--- config.mk ---
export PLATFORM = sky130hd
export DESIGN_NAME = microcode_flat
export DESIGN_NICKNAME = d
export VERILOG_FILES = /design/src/logic/cpu_pkg.sv /design/src/logic/ctrl_if.sv /design/src/logic/microcode.sv /design/src/flat_wrapper.sv
export VERILOG_INCLUDE_DIRS = /design/src /design/src/logic
export SDC_FILE = /design/constraint.sdc
export NUM_CORES = 1
export LEC_CHECK = 0
export BUFFER_PORTS_ARGS = -buffer_cell sky130_fd_sc_hd__buf_2
export CAP_MARGIN = 20
export CORE_MARGIN = 1
export CORE_UTILIZATION = 45
export DETAILED_ROUTE_END_ITERATION = 8
export GPL_ROUTABILITY_DRIVEN = 0
export PLACE_DENSITY = 0.76
export SYNTH_ARGS = -nofsm -noshare
export SYNTH_HDL_FRONTEND = slang
export SYNTH_SLANG_ARGS = --single-unit
--- constraint.sdc ---
create_clock -name vclk -period 2.8
set_input_delay 0.28 -clock vclk [all_inputs]
set_output_delay 0.28 -clock vclk [all_outputs]
set_load 0.01 [all_outputs]
--- src/logic/cpu_config.svh ---
`ifndef CPU_CONFIG_SVH
`define CPU_CONFIG_SVH

// Datapath sizing.
`define CPU_WORD_W 32          // Bus and register width.
`define CPU_NUM_REGS 32        // General registers.
`define CPU_REG_IDX_W 5        // Register index width.
`define CPU_REG_PC 31          // r31 is the program counter.

// Memory sizing.
`define CPU_MEM_WORDS 256      // Word depth of the MMU array.
`define CPU_MEM_ADDR_W 10      // Byte address width on load/store ports.

// Microcode address fields.
`define CPU_UADDR_W 12         // Condition, opcode and counter.
`define CPU_OPCODE_W 6         // Opcode field.
`define CPU_UCOUNT_W 5         // Micro-op counter field.
`define CPU_CTRL_DATA_W 6      // Literal in the control word.

`endif

--- src/logic/cpu_pkg.sv ---
`default_nettype none

`include "cpu_config.svh"

package cpu_pkg;

  typedef logic [`CPU_WORD_W-1:0]      word_t;       // Bus word.
  typedef logic [`CPU_REG_IDX_W-1:0]   reg_idx_t;    // Register index.
  typedef logic [`CPU_UCOUNT_W-1:0]    ucount_t;     // Micro-op count.
  typedef logic [`CPU_UADDR_W-1:0]     uaddr_t;      // Microcode address.
  typedef logic [`CPU_CTRL_DATA_W-1:0] ctrl_data_t;  // Control literal.
  typedef logic [`CPU_MEM_ADDR_W-1:0]  mem_addr_t;   // Byte address.

  typedef enum logic [`CPU_OPCODE_W-1:0] {
    OP_RESET = 6'd0,
    OP_FETCH = 6'd1,
    OP_LHU   = 6'd2,  // rD = zeroext(I).
    OP_ADDU  = 6'd3,  // rD = rS + zeroext(I).
    OP_ADD3  = 6'd4,  // rD = rA + rB.
    OP_SW    = 6'd5,  // mem[rD] = rS.
    OP_OR3   = 6'd6,  // rD = rA | rB.
    OP_LH    = 6'd7,  // rD = signext(I).
    OP_BEQ   = 6'd8,  // Branch relative when rA == rB.
    OP_LW    = 6'd9   // rD = mem[rS].
  } opcode_t;

  typedef enum logic [1:0] {
    REG_SEL_OPWORD0, REG_SEL_OPWORD1, REG_SEL_OPWORD2, REG_SEL_CONTROL
  } reg_sel_t;

  typedef enum logic [3:0] {
    OUT_NONE = 4'd0, OUT_REG = 4'd1, OUT_TMP0 = 4'd2, OUT_TMP1 = 4'd3,
    OUT_MMU = 4'd4, OUT_MLU = 4'd5, OUT_SHIFTER = 4'd6,
    OUT_CTRL_DATA = 4'd8, OUT_OPWORD_IMM = 4'd9  // 7 was the timer.
  } out_plane_t;

  typedef enum logic [2:0] {
    IN_NONE, IN_REG, IN_TMP0, IN_TMP1, IN_MMU, IN_OPWORD, IN_OPCODE
  } in_plane_t;

  typedef enum logic [2:0] {MLU_ADD, MLU_SUB, MLU_OR} mlu_op_t;

  typedef enum logic [1:0] {SHIFT_PASS, SHIFT_SIGNEXT16} shifter_plane_t;

  typedef enum logic [1:0] {
    COND_ZERO, COND_CARRY, COND_NEGATIVE, COND_INTERRUPT
  } cond_sel_t;

endpackage

`default_nettype wire

--- src/logic/ctrl_if.sv ---
`default_nettype none

interface ctrl_if;
  cpu_pkg::ctrl_data_t     ctrl_data;      // Literal for bus or register select.
  cpu_pkg::reg_sel_t       reg_sel;        // Register index source.
  cpu_pkg::out_plane_t     out_plane;      // Bus driver.
  cpu_pkg::in_plane_t      in_plane;       // Bus loader.
  logic                    reset_ucount;   // Ends the routine.
  cpu_pkg::mlu_op_t        mlu_op;
  logic                    mlu_carry;      // Carry into the MLU adder.
  cpu_pkg::shifter_plane_t shifter_plane;
  logic                    opcode_sel;     // 1 takes the opcode from the bus.
  cpu_pkg::cond_sel_t      cond_sel;       // Flag latched for the next step.

  modport rom (output ctrl_data, reg_sel, out_plane, in_plane, reset_ucount, mlu_op,
               mlu_carry, shifter_plane, opcode_sel, cond_sel);
  modport ctrl (input ctrl_data, in_plane, reset_ucount, opcode_sel, cond_sel);
  modport dp (input reg_sel, out_plane, in_plane, mlu_op, mlu_carry, shifter_plane,
              ctrl_data);
endinterface

`default_nettype wire

--- src/logic/microcode.sv ---
`default_nettype none

`include "cpu_config.svh"

module microcode (
  input  cpu_pkg::uaddr_t uaddr,
  ctrl_if.rom             cw
);

  localparam cpu_pkg::ctrl_data_t PC_SEL = cpu_pkg::ctrl_data_t'(`CPU_REG_PC);

  logic              cond;      // Latched condition.
  cpu_pkg::opcode_t  opcode;
  cpu_pkg::ucount_t  ucount;
  logic              go_fetch;  // Shared return step.

  assign cond   = uaddr[`CPU_UADDR_W-1];
  assign opcode = cpu_pkg::opcode_t'(uaddr[`CPU_UADDR_W-2:`CPU_UCOUNT_W]);
  assign ucount = uaddr[`CPU_UCOUNT_W-1:0];

  always_comb begin
    cw.ctrl_data     = '0;                        // All fields idle by default.
    cw.reg_sel       = cpu_pkg::REG_SEL_OPWORD0;
    cw.out_plane     = cpu_pkg::OUT_NONE;
    cw.in_plane      = cpu_pkg::IN_NONE;
    cw.reset_ucount  = 1'b0;
    cw.mlu_op        = cpu_pkg::MLU_ADD;
    cw.mlu_carry     = 1'b0;
    cw.shifter_plane = cpu_pkg::SHIFT_PASS;
    cw.opcode_sel    = 1'b0;
    cw.cond_sel      = cpu_pkg::COND_ZERO;
    go_fetch         = 1'b0;
    case (opcode)
      cpu_pkg::OP_RESET: begin
        case (ucount)
          5'd0: begin                             // Bus idles at zero, PC cleared.
            cw.ctrl_data = PC_SEL;
            cw.reg_sel   = cpu_pkg::REG_SEL_CONTROL;
            cw.in_plane  = cpu_pkg::IN_REG;
          end
          default: go_fetch = 1'b1;
        endcase
      end
      cpu_pkg::OP_FETCH: begin
        case (ucount)
          5'd0: begin                             // PC to TMP0 as address.
            cw.ctrl_data = PC_SEL;
            cw.reg_sel   = cpu_pkg::REG_SEL_CONTROL;
            cw.out_plane = cpu_pkg::OUT_REG;
            cw.in_plane  = cpu_pkg::IN_TMP0;
          end
          5'd1: begin                             // Instruction word to opword.
            cw.out_plane = cpu_pkg::OUT_MMU;
            cw.in_plane  = cpu_pkg::IN_OPWORD;
          end
          5'd2: begin                             // Increment of 4 into TMP1.
            cw.ctrl_data = 6'd4;
            cw.out_plane = cpu_pkg::OUT_CTRL_DATA;
            cw.in_plane  = cpu_pkg::IN_TMP1;
          end
          5'd3: begin                             // PC += 4.
            cw.ctrl_data = PC_SEL;
            cw.reg_sel   = cpu_pkg::REG_SEL_CONTROL;
            cw.out_plane = cpu_pkg::OUT_MLU;
            cw.in_plane  = cpu_pkg::IN_REG;
          end
          default: begin                          // Dispatch on the opword opcode.
            cw.in_plane     = cpu_pkg::IN_OPCODE;
            cw.reset_ucount = 1'b1;
          end
        endcase
      end
      cpu_pkg::OP_LH: begin
        case (ucount)
          5'd0: begin                             // Immediate to TMP0.
            cw.out_plane = cpu_pkg::OUT_OPWORD_IMM;
            cw.in_plane  = cpu_pkg::IN_TMP0;
          end
          5'd1: begin                             // Sign extended into rD.
            cw.out_plane     = cpu_pkg::OUT_SHIFTER;
            cw.shifter_plane = cpu_pkg::SHIFT_SIGNEXT16;
            cw.in_plane      = cpu_pkg::IN_REG;
          end
          default: go_fetch = 1'b1;
        endcase
      end
      cpu_pkg::OP_LHU: begin
        if (ucount == 5'd0) begin                 // Zero extended straight into rD.
          cw.out_plane = cpu_pkg::OUT_OPWORD_IMM;
          cw.in_plane  = cpu_pkg::IN_REG;
        end else begin
          go_fetch = 1'b1;
        end
      end
      cpu_pkg::OP_SW, cpu_pkg::OP_LW: begin       // Offset is ignored.
        case (ucount)
          5'd0: begin                             // Address register to TMP0.
            cw.reg_sel   = (opcode == cpu_pkg::OP_SW) ? cpu_pkg::REG_SEL_OPWORD0
                                                      : cpu_pkg::REG_SEL_OPWORD1;
            cw.out_plane = cpu_pkg::OUT_REG;
            cw.in_plane  = cpu_pkg::IN_TMP0;
          end
          5'd1: begin
            if (opcode == cpu_pkg::OP_SW) begin   // rS to memory.
              cw.reg_sel   = cpu_pkg::REG_SEL_OPWORD1;
              cw.out_plane = cpu_pkg::OUT_REG;
              cw.in_plane  = cpu_pkg::IN_MMU;
            end else begin                        // Memory to rD.
              cw.out_plane = cpu_pkg::OUT_MMU;
              cw.in_plane  = cpu_pkg::IN_REG;
            end
          end
          default: go_fetch = 1'b1;
        endcase
      end
      cpu_pkg::OP_ADDU, cpu_pkg::OP_ADD3, cpu_pkg::OP_OR3: begin
        case (ucount)
          5'd0: begin                             // rA to TMP0.
            cw.reg_sel   = cpu_pkg::REG_SEL_OPWORD1;
            cw.out_plane = cpu_pkg::OUT_REG;
            cw.in_plane  = cpu_pkg::IN_TMP0;
          end
          5'd1: begin                             // rB or immediate to TMP1.
            cw.reg_sel   = cpu_pkg::REG_SEL_OPWORD2;
            cw.out_plane = (opcode == cpu_pkg::OP_ADDU) ? cpu_pkg::OUT_OPWORD_IMM
                                                        : cpu_pkg::OUT_REG;
            cw.in_plane  = cpu_pkg::IN_TMP1;
          end
          5'd2: begin                             // Result into rD.
            cw.out_plane = cpu_pkg::OUT_MLU;
            cw.in_plane  = cpu_pkg::IN_REG;
            cw.mlu_op    = (opcode == cpu_pkg::OP_OR3) ? cpu_pkg::MLU_OR : cpu_pkg::MLU_ADD;
          end
          default: go_fetch = 1'b1;
        endcase
      end
      cpu_pkg::OP_BEQ: begin
        case (ucount)
          5'd0: begin                             // rA to TMP0.
            cw.out_plane = cpu_pkg::OUT_REG;
            cw.in_plane  = cpu_pkg::IN_TMP0;
          end
          5'd1: begin                             // rB to TMP1.
            cw.reg_sel   = cpu_pkg::REG_SEL_OPWORD1;
            cw.out_plane = cpu_pkg::OUT_REG;
            cw.in_plane  = cpu_pkg::IN_TMP1;
          end
          5'd2: begin                             // Compare, zero flag latched.
            cw.mlu_op    = cpu_pkg::MLU_SUB;
            cw.mlu_carry = 1'b1;
            cw.cond_sel  = cpu_pkg::COND_ZERO;
          end
          5'd3: begin
            if (cond) begin                       // Equal, offset to TMP0.
              cw.out_plane = cpu_pkg::OUT_OPWORD_IMM;
              cw.in_plane  = cpu_pkg::IN_TMP0;
            end else begin
              go_fetch = 1'b1;                    // Not taken.
            end
          end
          5'd4: cw.in_plane = cpu_pkg::IN_TMP1;   // Clears TMP1.
          5'd5: begin                             // Sign extended offset to TMP1.
            cw.out_plane     = cpu_pkg::OUT_SHIFTER;
            cw.shifter_plane = cpu_pkg::SHIFT_SIGNEXT16;
            cw.in_plane      = cpu_pkg::IN_TMP1;
          end
          5'd6: begin                             // PC to TMP0.
            cw.ctrl_data = PC_SEL;
            cw.reg_sel   = cpu_pkg::REG_SEL_CONTROL;
            cw.out_plane = cpu_pkg::OUT_REG;
            cw.in_plane  = cpu_pkg::IN_TMP0;
          end
          5'd7: begin                             // PC += offset.
            cw.ctrl_data = PC_SEL;
            cw.reg_sel   = cpu_pkg::REG_SEL_CONTROL;
            cw.out_plane = cpu_pkg::OUT_MLU;
            cw.in_plane  = cpu_pkg::IN_REG;
          end
          default: go_fetch = 1'b1;
        endcase
      end
      default: go_fetch = 1'b1;                   // Undefined opcodes act as no-ops.
    endcase
    if (go_fetch) begin                           // Back to fetch, counter restarts.
      cw.ctrl_data    = cpu_pkg::ctrl_data_t'(cpu_pkg::OP_FETCH);
      cw.out_plane    = cpu_pkg::OUT_CTRL_DATA;
      cw.in_plane     = cpu_pkg::IN_OPCODE;
      cw.reset_ucount = 1'b1;
      cw.opcode_sel   = 1'b1;
    end
  end

  // Memory cannot source and sink the bus in one step.
  always_comb begin
    a_no_mmu_loop: assert final (!(cw.out_plane == cpu_pkg::OUT_MMU &&
                                   cw.in_plane == cpu_pkg::IN_MMU))
      else $error("microcode: MMU drives and loads the bus at uaddr %h", uaddr);
  end

endmodule

`default_nettype wire

--- src/flat_wrapper.sv ---
// flat-port wrapper written by rule: the top's interface ports become plain ports
module microcode_flat 
  (uaddr, cw_ctrl_data, cw_reg_sel, cw_out_plane, cw_in_plane, cw_reset_ucount, cw_mlu_op, cw_mlu_carry, cw_shifter_plane, cw_opcode_sel, cw_cond_sel);
  ctrl_if cw_i ();
  input  cpu_pkg::uaddr_t uaddr;
  output wire logic [$bits(cw_i.ctrl_data)-1:0] cw_ctrl_data;
  output wire logic [$bits(cw_i.reg_sel)-1:0] cw_reg_sel;
  output wire logic [$bits(cw_i.out_plane)-1:0] cw_out_plane;
  output wire logic [$bits(cw_i.in_plane)-1:0] cw_in_plane;
  output wire logic [$bits(cw_i.reset_ucount)-1:0] cw_reset_ucount;
  output wire logic [$bits(cw_i.mlu_op)-1:0] cw_mlu_op;
  output wire logic [$bits(cw_i.mlu_carry)-1:0] cw_mlu_carry;
  output wire logic [$bits(cw_i.shifter_plane)-1:0] cw_shifter_plane;
  output wire logic [$bits(cw_i.opcode_sel)-1:0] cw_opcode_sel;
  output wire logic [$bits(cw_i.cond_sel)-1:0] cw_cond_sel;
  assign cw_ctrl_data = cw_i.ctrl_data;
  assign cw_reg_sel = cw_i.reg_sel;
  assign cw_out_plane = cw_i.out_plane;
  assign cw_in_plane = cw_i.in_plane;
  assign cw_reset_ucount = cw_i.reset_ucount;
  assign cw_mlu_op = cw_i.mlu_op;
  assign cw_mlu_carry = cw_i.mlu_carry;
  assign cw_shifter_plane = cw_i.shifter_plane;
  assign cw_opcode_sel = cw_i.opcode_sel;
  assign cw_cond_sel = cw_i.cond_sel;
  microcode u_core (.uaddr(uaddr), .cw(cw_i));
endmodule
# Word level (Yosys, flattened, before mapping)
# Cells that the tools add are included.
# word_totals
register_bits,0
n_memories,0
rom_bits,0
ramBits,0
latch_bits,0
# classes
n_mul,0
order_cmp,0
div,0
n_eq_ne,16
reduce_logical,15
bitwise_logic,0
shift,0
add_sub_neg,0
mux,53
# ops
operator,count
case mux 4 bit (4 select lines),2
equality test 6 x 3 -> 1 bit (second input constant),4
case mux 3 bit (4 select lines),2
case mux 4 bit (6 select lines),1
equality test 5 x 3 -> 1 bit (second input constant),4
case mux 2 bit (2 select lines),5
case mux 3 bit (6 select lines),1
case mux 6 bit (3 select lines),1
two-way mux 1 bit,16
two-way mux 4 bit,4
case mux 4 bit (2 select lines),2
OR reduction 3 bit,5
equality test 6 x 2 -> 1 bit (second input constant),2
equality test 6 x 4 -> 1 bit (second input constant),2
two-way mux 3 bit,4
case mux 3 bit (2 select lines),2
case mux 4 bit (3 select lines),1
OR reduction 2 bit,6
equality test 5 x 2 -> 1 bit (second input constant),2
two-way mux 5 bit,2
case mux 2 bit (5 select lines),1
case mux 5 bit (2 select lines),1
two-way mux 2 bit,4
OR reduction 7 bit,1
9 further kinds,9

# Logic depth before layout (Yosys ltp)
# Gate-level depths: netlist of the first run.
# depth
word_depth,5
mapped_depth,7
mapped_depth_nobuf,4

# Worst setup path after synthesis of the first run
# Ideal clock, no wire load.
# synth_path
path_type,input-to-output
startpoint,in uaddr[8]
endpoint,out cw_out_plane[0]
path_stages,4
path_buffers,0
path_slack_ns,0.917
arrival_ns,1.603
required_ns,2.520
path_cell_list,or4_4 -> or3_1 -> and3_4 -> o311ai_2
# synth_between
elab_chain_len,5
# synth_lines
item,line,text
from (decl),flat_wrapper.sv:5,input cpu_pkg::uaddr_t uaddr;
equality test 6 x 3 -> 1 bit,"microcode.sv:33, microcode.sv:104",
two-way mux 3 bit,microcode.sv:104,if (opcode == cpu_pkg::OP_SW) begin
case mux 4 bit (2 select lines),microcode.sv:96,case (ucount)
case mux 4 bit (6 select lines),microcode.sv:33,case (opcode)
two-way mux 4 bit (*),microcode.sv:184,if (go_fetch) begin
to (decl),flat_wrapper.sv:8,output wire logic [$bits(cw_i.out_plane)-1:0] cw_out_plane;
# Mark *: on every way between the ends. The rest lies on a longest branch, timed or not.

# Final worst setup path of the first run
# Ends and elaborated chain as after synthesis.

==> flow_summary.json, run 1 <==
{
  "multiInputGateArea_um2": 761,
  "fmax_mhz": 442,
  "cts_setup_buffers": 0,
  "endpoint": "cw_out_plane[0]",
  "dr.pass1.iters": 4,
  "synth_mux_area_frac": 0,
  "synth_area_leaders": "buf_4, nor3_1, o21ai_0",
  "p_leak_nw": 0.395,
  "post_cts_resized": 0,
  "synth_cells": 137,
  "synth_top_area_frac": 0.0677,
  "hold_violations": 0,
  "dp_slack_ns": 0.534,
  "setup_ws_ns": 0.539,
  "synth_area_per_cell_um2": 6.48,
  "fillCellCount": 199,
  "slew_headroom": 0.596,
  "dp.cells": 178,
  "vdd_drop_max_v": 0.0000580,
  "dp_hpwl_um": 1950,
  "layout-drive-gt1-share": 0.281,
  "grt_max_degree": 23,
  "ys_seq_area_frac": 0,
  "synth_adder_area_share": 0.0113,
  "start_util": 0.498,
  "antenna_cells_inserted": 0,
  "syn_to_final_growth_pct": 10.3,
  "ios": 37,
  "drcViolationCount": 0,
  "dr_total_vias": 1128,
  "end_kind": "output pin",
  "grt_use_total": 0.257,
  "synth_cell_types": 52,
  "overflow": 0,
  "yosys.area_share.xor_xnor": 0.0395,
  "post-synth-top-count-cell": "nor3_1",
  "syn_area_um2": 887,
  "seq_cell_count": 0,
  "worst_pin_slew_ns": 0.602,
  "min_period_over_period": 0.807,
  "post_drt_wl_per_cell_um": 14.5,
  "ctsHoldBuffers": 0,
  "path_max_fanout": 20,
  "final_antenna_net_count": 0,
  "synth.largest_area_cell": "buf_4",
  "start_kind": "input port",
  "crit_chain": "buf_2, or4_4, or3_1, and3_4, o311ai_2, buf_2",
  "powerDensity_nw_per_um2": 109,
  "critPathArrivalTime_ns": 1.98,
  "die-area_um2": 2150,
  "core_um2": 1780,
  "seqCellArea_um2": 0,
  "status": "completed",
  "setup_tns_ns": 0,
  "finalSetupViolations": 0,
  "drt-total-wl_um": 2590,
  "startpoint": "uaddr[8]",
  "critPathKind": "input port to output pin",
  "cp_slowest_cell": "or4_4",
  "fin_cells": 178,
  "slowest_delay_ns": 0.58,
  "io_buffers": 32,
  "clock_buffers": 0,
  "dr.first_iter.drc_count": 43,
  "nets": 167,
  "synth_top_family_by_area": "simple AND/OR/NAND/NOR gates",
  "yosys.area_share.simple": 0.461,
  "via_per_inst": 6.34,
  "critPathRequiredTime_ns": 2.52,
  "finalCriticalPeriod_ns": 2.26,
  "synth_common_cells": "nor3_1, buf_4, nor2_1",
  "crit_path_frequent_cell": "buf_2",
  "grt_first_pass_wirelength_um": 4210,
  "grt_pass1_vias": 950,
  "maxSlewViolCount": 0,
  "hp-class": "input port to output pin",
  "maxCapViolCount": 0,
  "fp.dieW_um": 46.4,
  "synth-compound-area-share": 0.324,
  "rows": 15,
  "yosysWarnings": 0,
  "antenna_found_initial": 0,
  "rsz0062_at_grt": "false",
  "die_h_um": 46.4
}
## cell type report
type | count | share of cell area
Timing Repair Buffer | 33 | 0.171
Inverter | 5 | 0.0192
Tap cell | 25 | 0.0320
Multi-Input combinational cell | 115 | 0.777
## cells in the final DEF, fill, tap and decap left out, types with 5 or more instances in the layout
| cell type | count |
|---|---|
| a21oi_1 | 5 |
| buf_2 | 32 |
| conb_1 | 5 |
| inv_1 | 5 |
| nand2_1 | 6 |
| nand3_1 | 5 |
| nor2_1 | 8 |
| nor3_1 | 9 |
| o21ai_0 | 6 |
## power by group
group / leakage, nW / switching (mW) / internal (mW) / total, mW
clock network: 0 / 0 / 0 / 0
logic: 0.395 / 0.0695 / 0.0373 / 0.107
registers: 0 / 0 / 0 / 0
## through the flow
stage | area, um^2 | utilization | hold slack, ns | total power [mW]
3_3_place_gp | 978 | 0.549 | 0.988 | 0.102
6_report | 978 | 0.549 | 1.01 | 0.107
2_1_floorplan | 902 | - | 0.749 | 0.0839
3_5_place_dp | 978 | 0.549 | 1.01 | 0.105
5_1_grt | 978 | 0.549 | 1.04 | 0.119
4_1_cts | 978 | 0.549 | 1.01 | 0.105
## metal layers
metal / up-vias / global-route usage / part of all wire
li1: 547 / - / -
met1: 503 / 0.366 / 0.42
met2: 74 / 0.425 / 0.47
met3: 4 / 0 / 0.095
met4: 0 / 0.0647 / 0.015
met5: - / 0 / 0
## critical path, delay by kind of cell
kind	cells	cell delay, ns
AO/OA/AOI/OAI	1	0.21
buffers and inverters	2	0.37
AND/OR/NAND/NOR	3	1.11
## how the worst min path moves through the flow
stage,startpoint,to,slack [ns],depth (start not counted)
after floorplan,uaddr[4],cw_out_plane[1],0.75,3
after global placement,uaddr[2],cw_shifter_plane[0],0.99,4
after detailed placement,uaddr[2],cw_out_plane[1],1.01,4
after CTS,uaddr[2],cw_out_plane[1],1.01,4
after global routing,uaddr[2],cw_out_plane[1],1.04,4
final,uaddr[2],cw_out_plane[1],1.01,4
## cells by family after synthesis
kind of cell	Yosys count
fa+ha+maj	1
buf+inv	26
other cells	1
xor+xnor	4
simple gates	67
compound gates	38
Note: power is estimated with default switching activity, not from simulation.
==> run 2: changes to the inputs <==
clock period = 2.14 ns   (was 2.8 ns; I/O delays follow)
==> run 2 against run 1 <==
Effect of this change: core utilization up 4.0 points; setup slack got worse by 0.45 ns; critical path depth unchanged; critical endpoint unchanged.
==> flow_summary.json, run 2 (synthesis gave the netlist of run 1 again) <==
{
  "p_int_mw": 0.0585,
  "start_util": 0.498,
  "grt_use_total": 0.286,
  "clkPwrFrac": 0,
  "status": "completed",
  "worst_pin_slew_ns": 0.489,
  "dp_slack_ns": 0.0685,
  "critPathArrivalTime_ns": 1.83,
  "maxCapViolCount": 0,
  "seqCellArea_um2": 0,
  "multiInputGateArea_um2": 772,
  "fillCellCount": 186,
  "endpoint": "cw_out_plane[0]",
  "ios": 37,
  "grt_first_pass_wirelength_um": 4570,
  "startpoint": "uaddr[7]",
  "powerDensity_nw_per_um2": 149,
  "critPathRequiredTime_ns": 1.93,
  "ctsHoldBuffers": 0,
  "vdd_drop_max_v": 0.0000863,
  "dr.first_iter.drc_count": 63,
  "overflow": 0,
  "dp.cells": 186,
  "hp-class": "input port to output pin",
  "min_period_over_period": 0.957,
  "hold_violations": 0,
  "io_buffers": 32,
  "p_total_mw": 0.156,
  "antenna_found_initial": 0,
  "core_um2": 1780,
  "nets": 175,
  "rsz0062_at_grt": "false",
  "via_per_inst": 6.56,
  "fmax_mhz": 489,
  "drcViolationCount": 0,
  "finalCriticalPeriod_ns": 2.05,
  "final_antenna_net_count": 0,
  "dp_hpwl_um": 2150,
  "finalSetupViolations": 0,
  "antenna_cells_inserted": 0,
  "clock_buffers": 0,
  "power_frac_seq": 0,
  "fp.dieW_um": 46.4,
  "die_h_um": 46.4,
  "grt_pass1_vias": 1046,
  "rows": 15,
  "syn_to_final_growth_pct": 18.3,
  "layout-drive-gt1-share": 0.329,
  "path_max_fanout": 9,
  "netSwitchingPower_mw": 0.0976,
  "final_common_cell": "buf_2",
  "maxSlewViolCount": 0,
  "drt-total-wl_um": 2820,
  "grt_max_degree": 23,
  "dr_total_vias": 1220,
  "end_kind": "output pin",
  "seq_cell_count": 0,
  "p_leak_nw": 0.437,
  "die-area_um2": 2150,
  "dr.pass1.iters": 4,
  "fin_cells": 186,
  "post_drt_wl_per_cell_um": 15.2,
  "slew_headroom": 0.671,
  "swShare": 0.625,
  "final_cell_mix": "buf_2, nor3_1, buf_4",
  "start_kind": "input port",
  "comb_power_share": 1.000,
  "critPathKind": "input port to output pin",
  "setup_tns_ns": 0,
  "setup_ws_ns": 0.0930
}
-- run 2: changes by cell type in the layout (fill, tap and decap cells not counted) --
cell / change
nor3b_1: -1
nor4bb_1: -1
buf_4: +8
nor4bb_2: +1
nor3b_2: +1
-- run 2: worst min-delay path by stage --
stage	start	end	slack [ns]	cells past startpoint
after floorplan	uaddr[4]	cw_out_plane[1]	0.62	3
after global placement	uaddr[2]	cw_out_plane[1]	0.86	4
after detailed placement	uaddr[2]	cw_shifter_plane[0]	0.87	4
after CTS	uaddr[2]	cw_shifter_plane[0]	0.87	4
after global routing	uaddr[5]	cw_out_plane[2]	0.90	4
final	uaddr[2]	cw_shifter_plane[0]	0.87	4
-- run 2: timing repair --
action                     in CTS  in global routing
setup endpoints to repair       0                  3
setup buffers                   0                  0
resized for setup               0                  2
-- run 2: area by class of cell --
class	instances	area share
inverter	5	0.0179
multi-input combinational	115	0.735
tap	25	0.0298
timing repair buffer	41	0.217
-- run 2: per-layer routing --
layer,routed length (um),global-route usage
met1,1130,0.391
met2,1240,0.433
met3,338,0.0275
met4,108,0.153
met5,0,0
-- run 2: metrics by stage --
step	hold WS, ns	utilization	instance area [um^2]
3_3_place_gp	0.855	0.582	1040
2_1_floorplan	0.617	-	902
6_report	0.870	0.589	1050
5_1_grt	0.903	0.589	1050
3_5_place_dp	0.869	0.582	1040
4_1_cts	0.871	0.582	1040
-- run 2: critical path, stage by stage --
cell      delay [ns]
buf_2           0.16
or4_4           0.54
or3_1           0.35
and3_4          0.20
o311ai_2        0.20
buf_2           0.17
-- run 2: power groups by stage --
stage | clock, mW | sequential [mW] | combinational (mW)
floorplan | 0 | 0 | 0.110
global route | 0 | 0 | 0.171
global placement | 0 | 0 | 0.146
detailed placement | 0 | 0 | 0.150
CTS | 0 | 0 | 0.150
finish | 0 | 0 | 0.156
==> run 3: changes to the inputs <==
CELL_PAD_IN_SITES_DETAIL_PLACEMENT = 0   (was default)
CELL_PAD_IN_SITES_GLOBAL_PLACEMENT = 2   (was default)
CORE_UTILIZATION = 26   (was 45)
PLACE_DENSITY = 0.85   (was 0.76)
==> run 3 against run 2 <==
Effect of this change: cell area is 3.8% higher; core utilization is 24 points lower; critical path type unchanged; flip-flop and latch count did not move; global-route usage fell by 13 points; largest power group unchanged; non-clock buffer count rose by 2; routed wire length increased by 5.0%.
==> flow_summary.json, run 3 (synthesis gave the netlist of run 1 again) <==
{
  "rows": 20,
  "overflow": 0,
  "critPathRequiredTime_ns": 1.93,
  "grt_use_total": 0.158,
  "rsz0062_at_grt": "false",
  "finalSetupViolations": 0,
  "core_um2": 3150,
  "drt-total-wl_um": 2960,
  "clock_buffers": 0,
  "grt_max_degree": 23,
  "dp.cells": 207,
  "hold_violations": 0,
  "wl_met2_um": 1340,
  "syn_to_final_growth_pct": 22.8,
  "vdd_drop_max_v": 0.0000281,
  "clkPwrFrac": 0,
  "highest_layer": "met3",
  "post_cts_resized": 0,
  "finalCriticalPeriod_ns": 2.02,
  "comb_power_share": 1.000,
  "dp_slack_ns": 0.128,
  "hp-class": "input port to output pin",
  "final_common_cell": "buf_2",
  "route.met3.wl_um": 200,
  "final_cell_mix": "buf_2, buf_4, nor3_1",
  "seqCellArea_um2": 0,
  "min_period_over_period": 0.942,
  "wl_met1_um": 1420,
  "critPathKind": "input port to output pin",
  "dp_hpwl_um": 2310,
  "powerDensity_nw_per_um2": 146,
  "io_buffers": 32,
  "start_util": 0.281,
  "nets": 177,
  "path_max_fanout": 6,
  "fmax_mhz": 496,
  "p_leak_nw": 0.449,
  "power_frac_seq": 0,
  "maxCapViolCount": 0,
  "netSwitchingPower_mw": 0.0965,
  "final_antenna_net_count": 0,
  "fp.dieW_um": 60.4,
  "maxSlewViolCount": 0,
  "antenna_cells_inserted": 0,
  "drcViolationCount": 0,
  "grt_pass1_vias": 931,
  "antenna_found_initial": 0,
  "layout-drive-gt1-share": 0.325,
  "grt_first_pass_wirelength_um": 4570,
  "fin_worst_hold_slack_ns": 0.888,
  "end_kind": "output pin",
  "post_drt_wl_per_cell_um": 14.3,
  "p_total_mw": 0.159,
  "setup_tns_ns": 0,
  "via_per_inst": 5.55,
  "setup_ws_ns": 0.124,
  "swShare": 0.607,
  "ctsHoldBuffers": 0,
  "p_int_mw": 0.0625,
  "critPathArrivalTime_ns": 1.80,
  "die_h_um": 60.4,
  "die-area_um2": 3650,
  "ios": 37,
  "seq_cell_count": 0,
  "fin_cells": 207,
  "dr.first_iter.drc_count": 62,
  "cts_setup_buffers": 0,
  "dr_total_vias": 1148,
  "start_kind": "input port",
  "status": "completed",
  "dr.pass1.iters": 4
}
==> run 3: routing by layer <==
metal  global-route usage  vias up
met1                0.239      538
met5                    0        -
li1                     -      570
met4                    0        0
met3              0.00213        0
met2                0.268       40
==> run 3: path summary, 6_finish.rpt <==
kind                  startpoint              end  slack (ns)  cells past startpoint
worst max-delay path    uaddr[7]  cw_out_plane[0]        0.12                      6
worst min-delay path    uaddr[2]  cw_out_plane[1]        0.89                      4
==> run 3: power groups by stage <==
stage / registers [mW] / logic (mW) / clock network [mW]
after global placement: 0 / 0.157 / 0
after detailed placement: 0 / 0.156 / 0
after CTS: 0 / 0.157 / 0
final: 0 / 0.159 / 0
after global routing: 0 / 0.173 / 0
after floorplan: 0 / 0.110 / 0
==> run 3: area by class of cell <==
| type | count | area (um^2) |
|---|---|---|
| fill | 377 | 2060 |
| inverter | 5 | 18.8 |
| tap | 44 | 55.1 |
| multi-input combinational | 115 | 761 |
| timing repair buffer | 43 | 255 |
==> run 3: critical path, stage by stage <==
cell,delay (ns)
buf_2,0.14
or4_4,0.53
or3_1,0.35
and3_4,0.19
o311ai_2,0.20
buf_2,0.17
==> run 3: per-stage QoR <==
step	cell area, um^2	utilization
final	1090	0.346
after global routing	1090	0.346
after CTS	1090	0.346
after detailed placement	1090	0.346
after global placement	1090	0.346
after floorplan	902	-
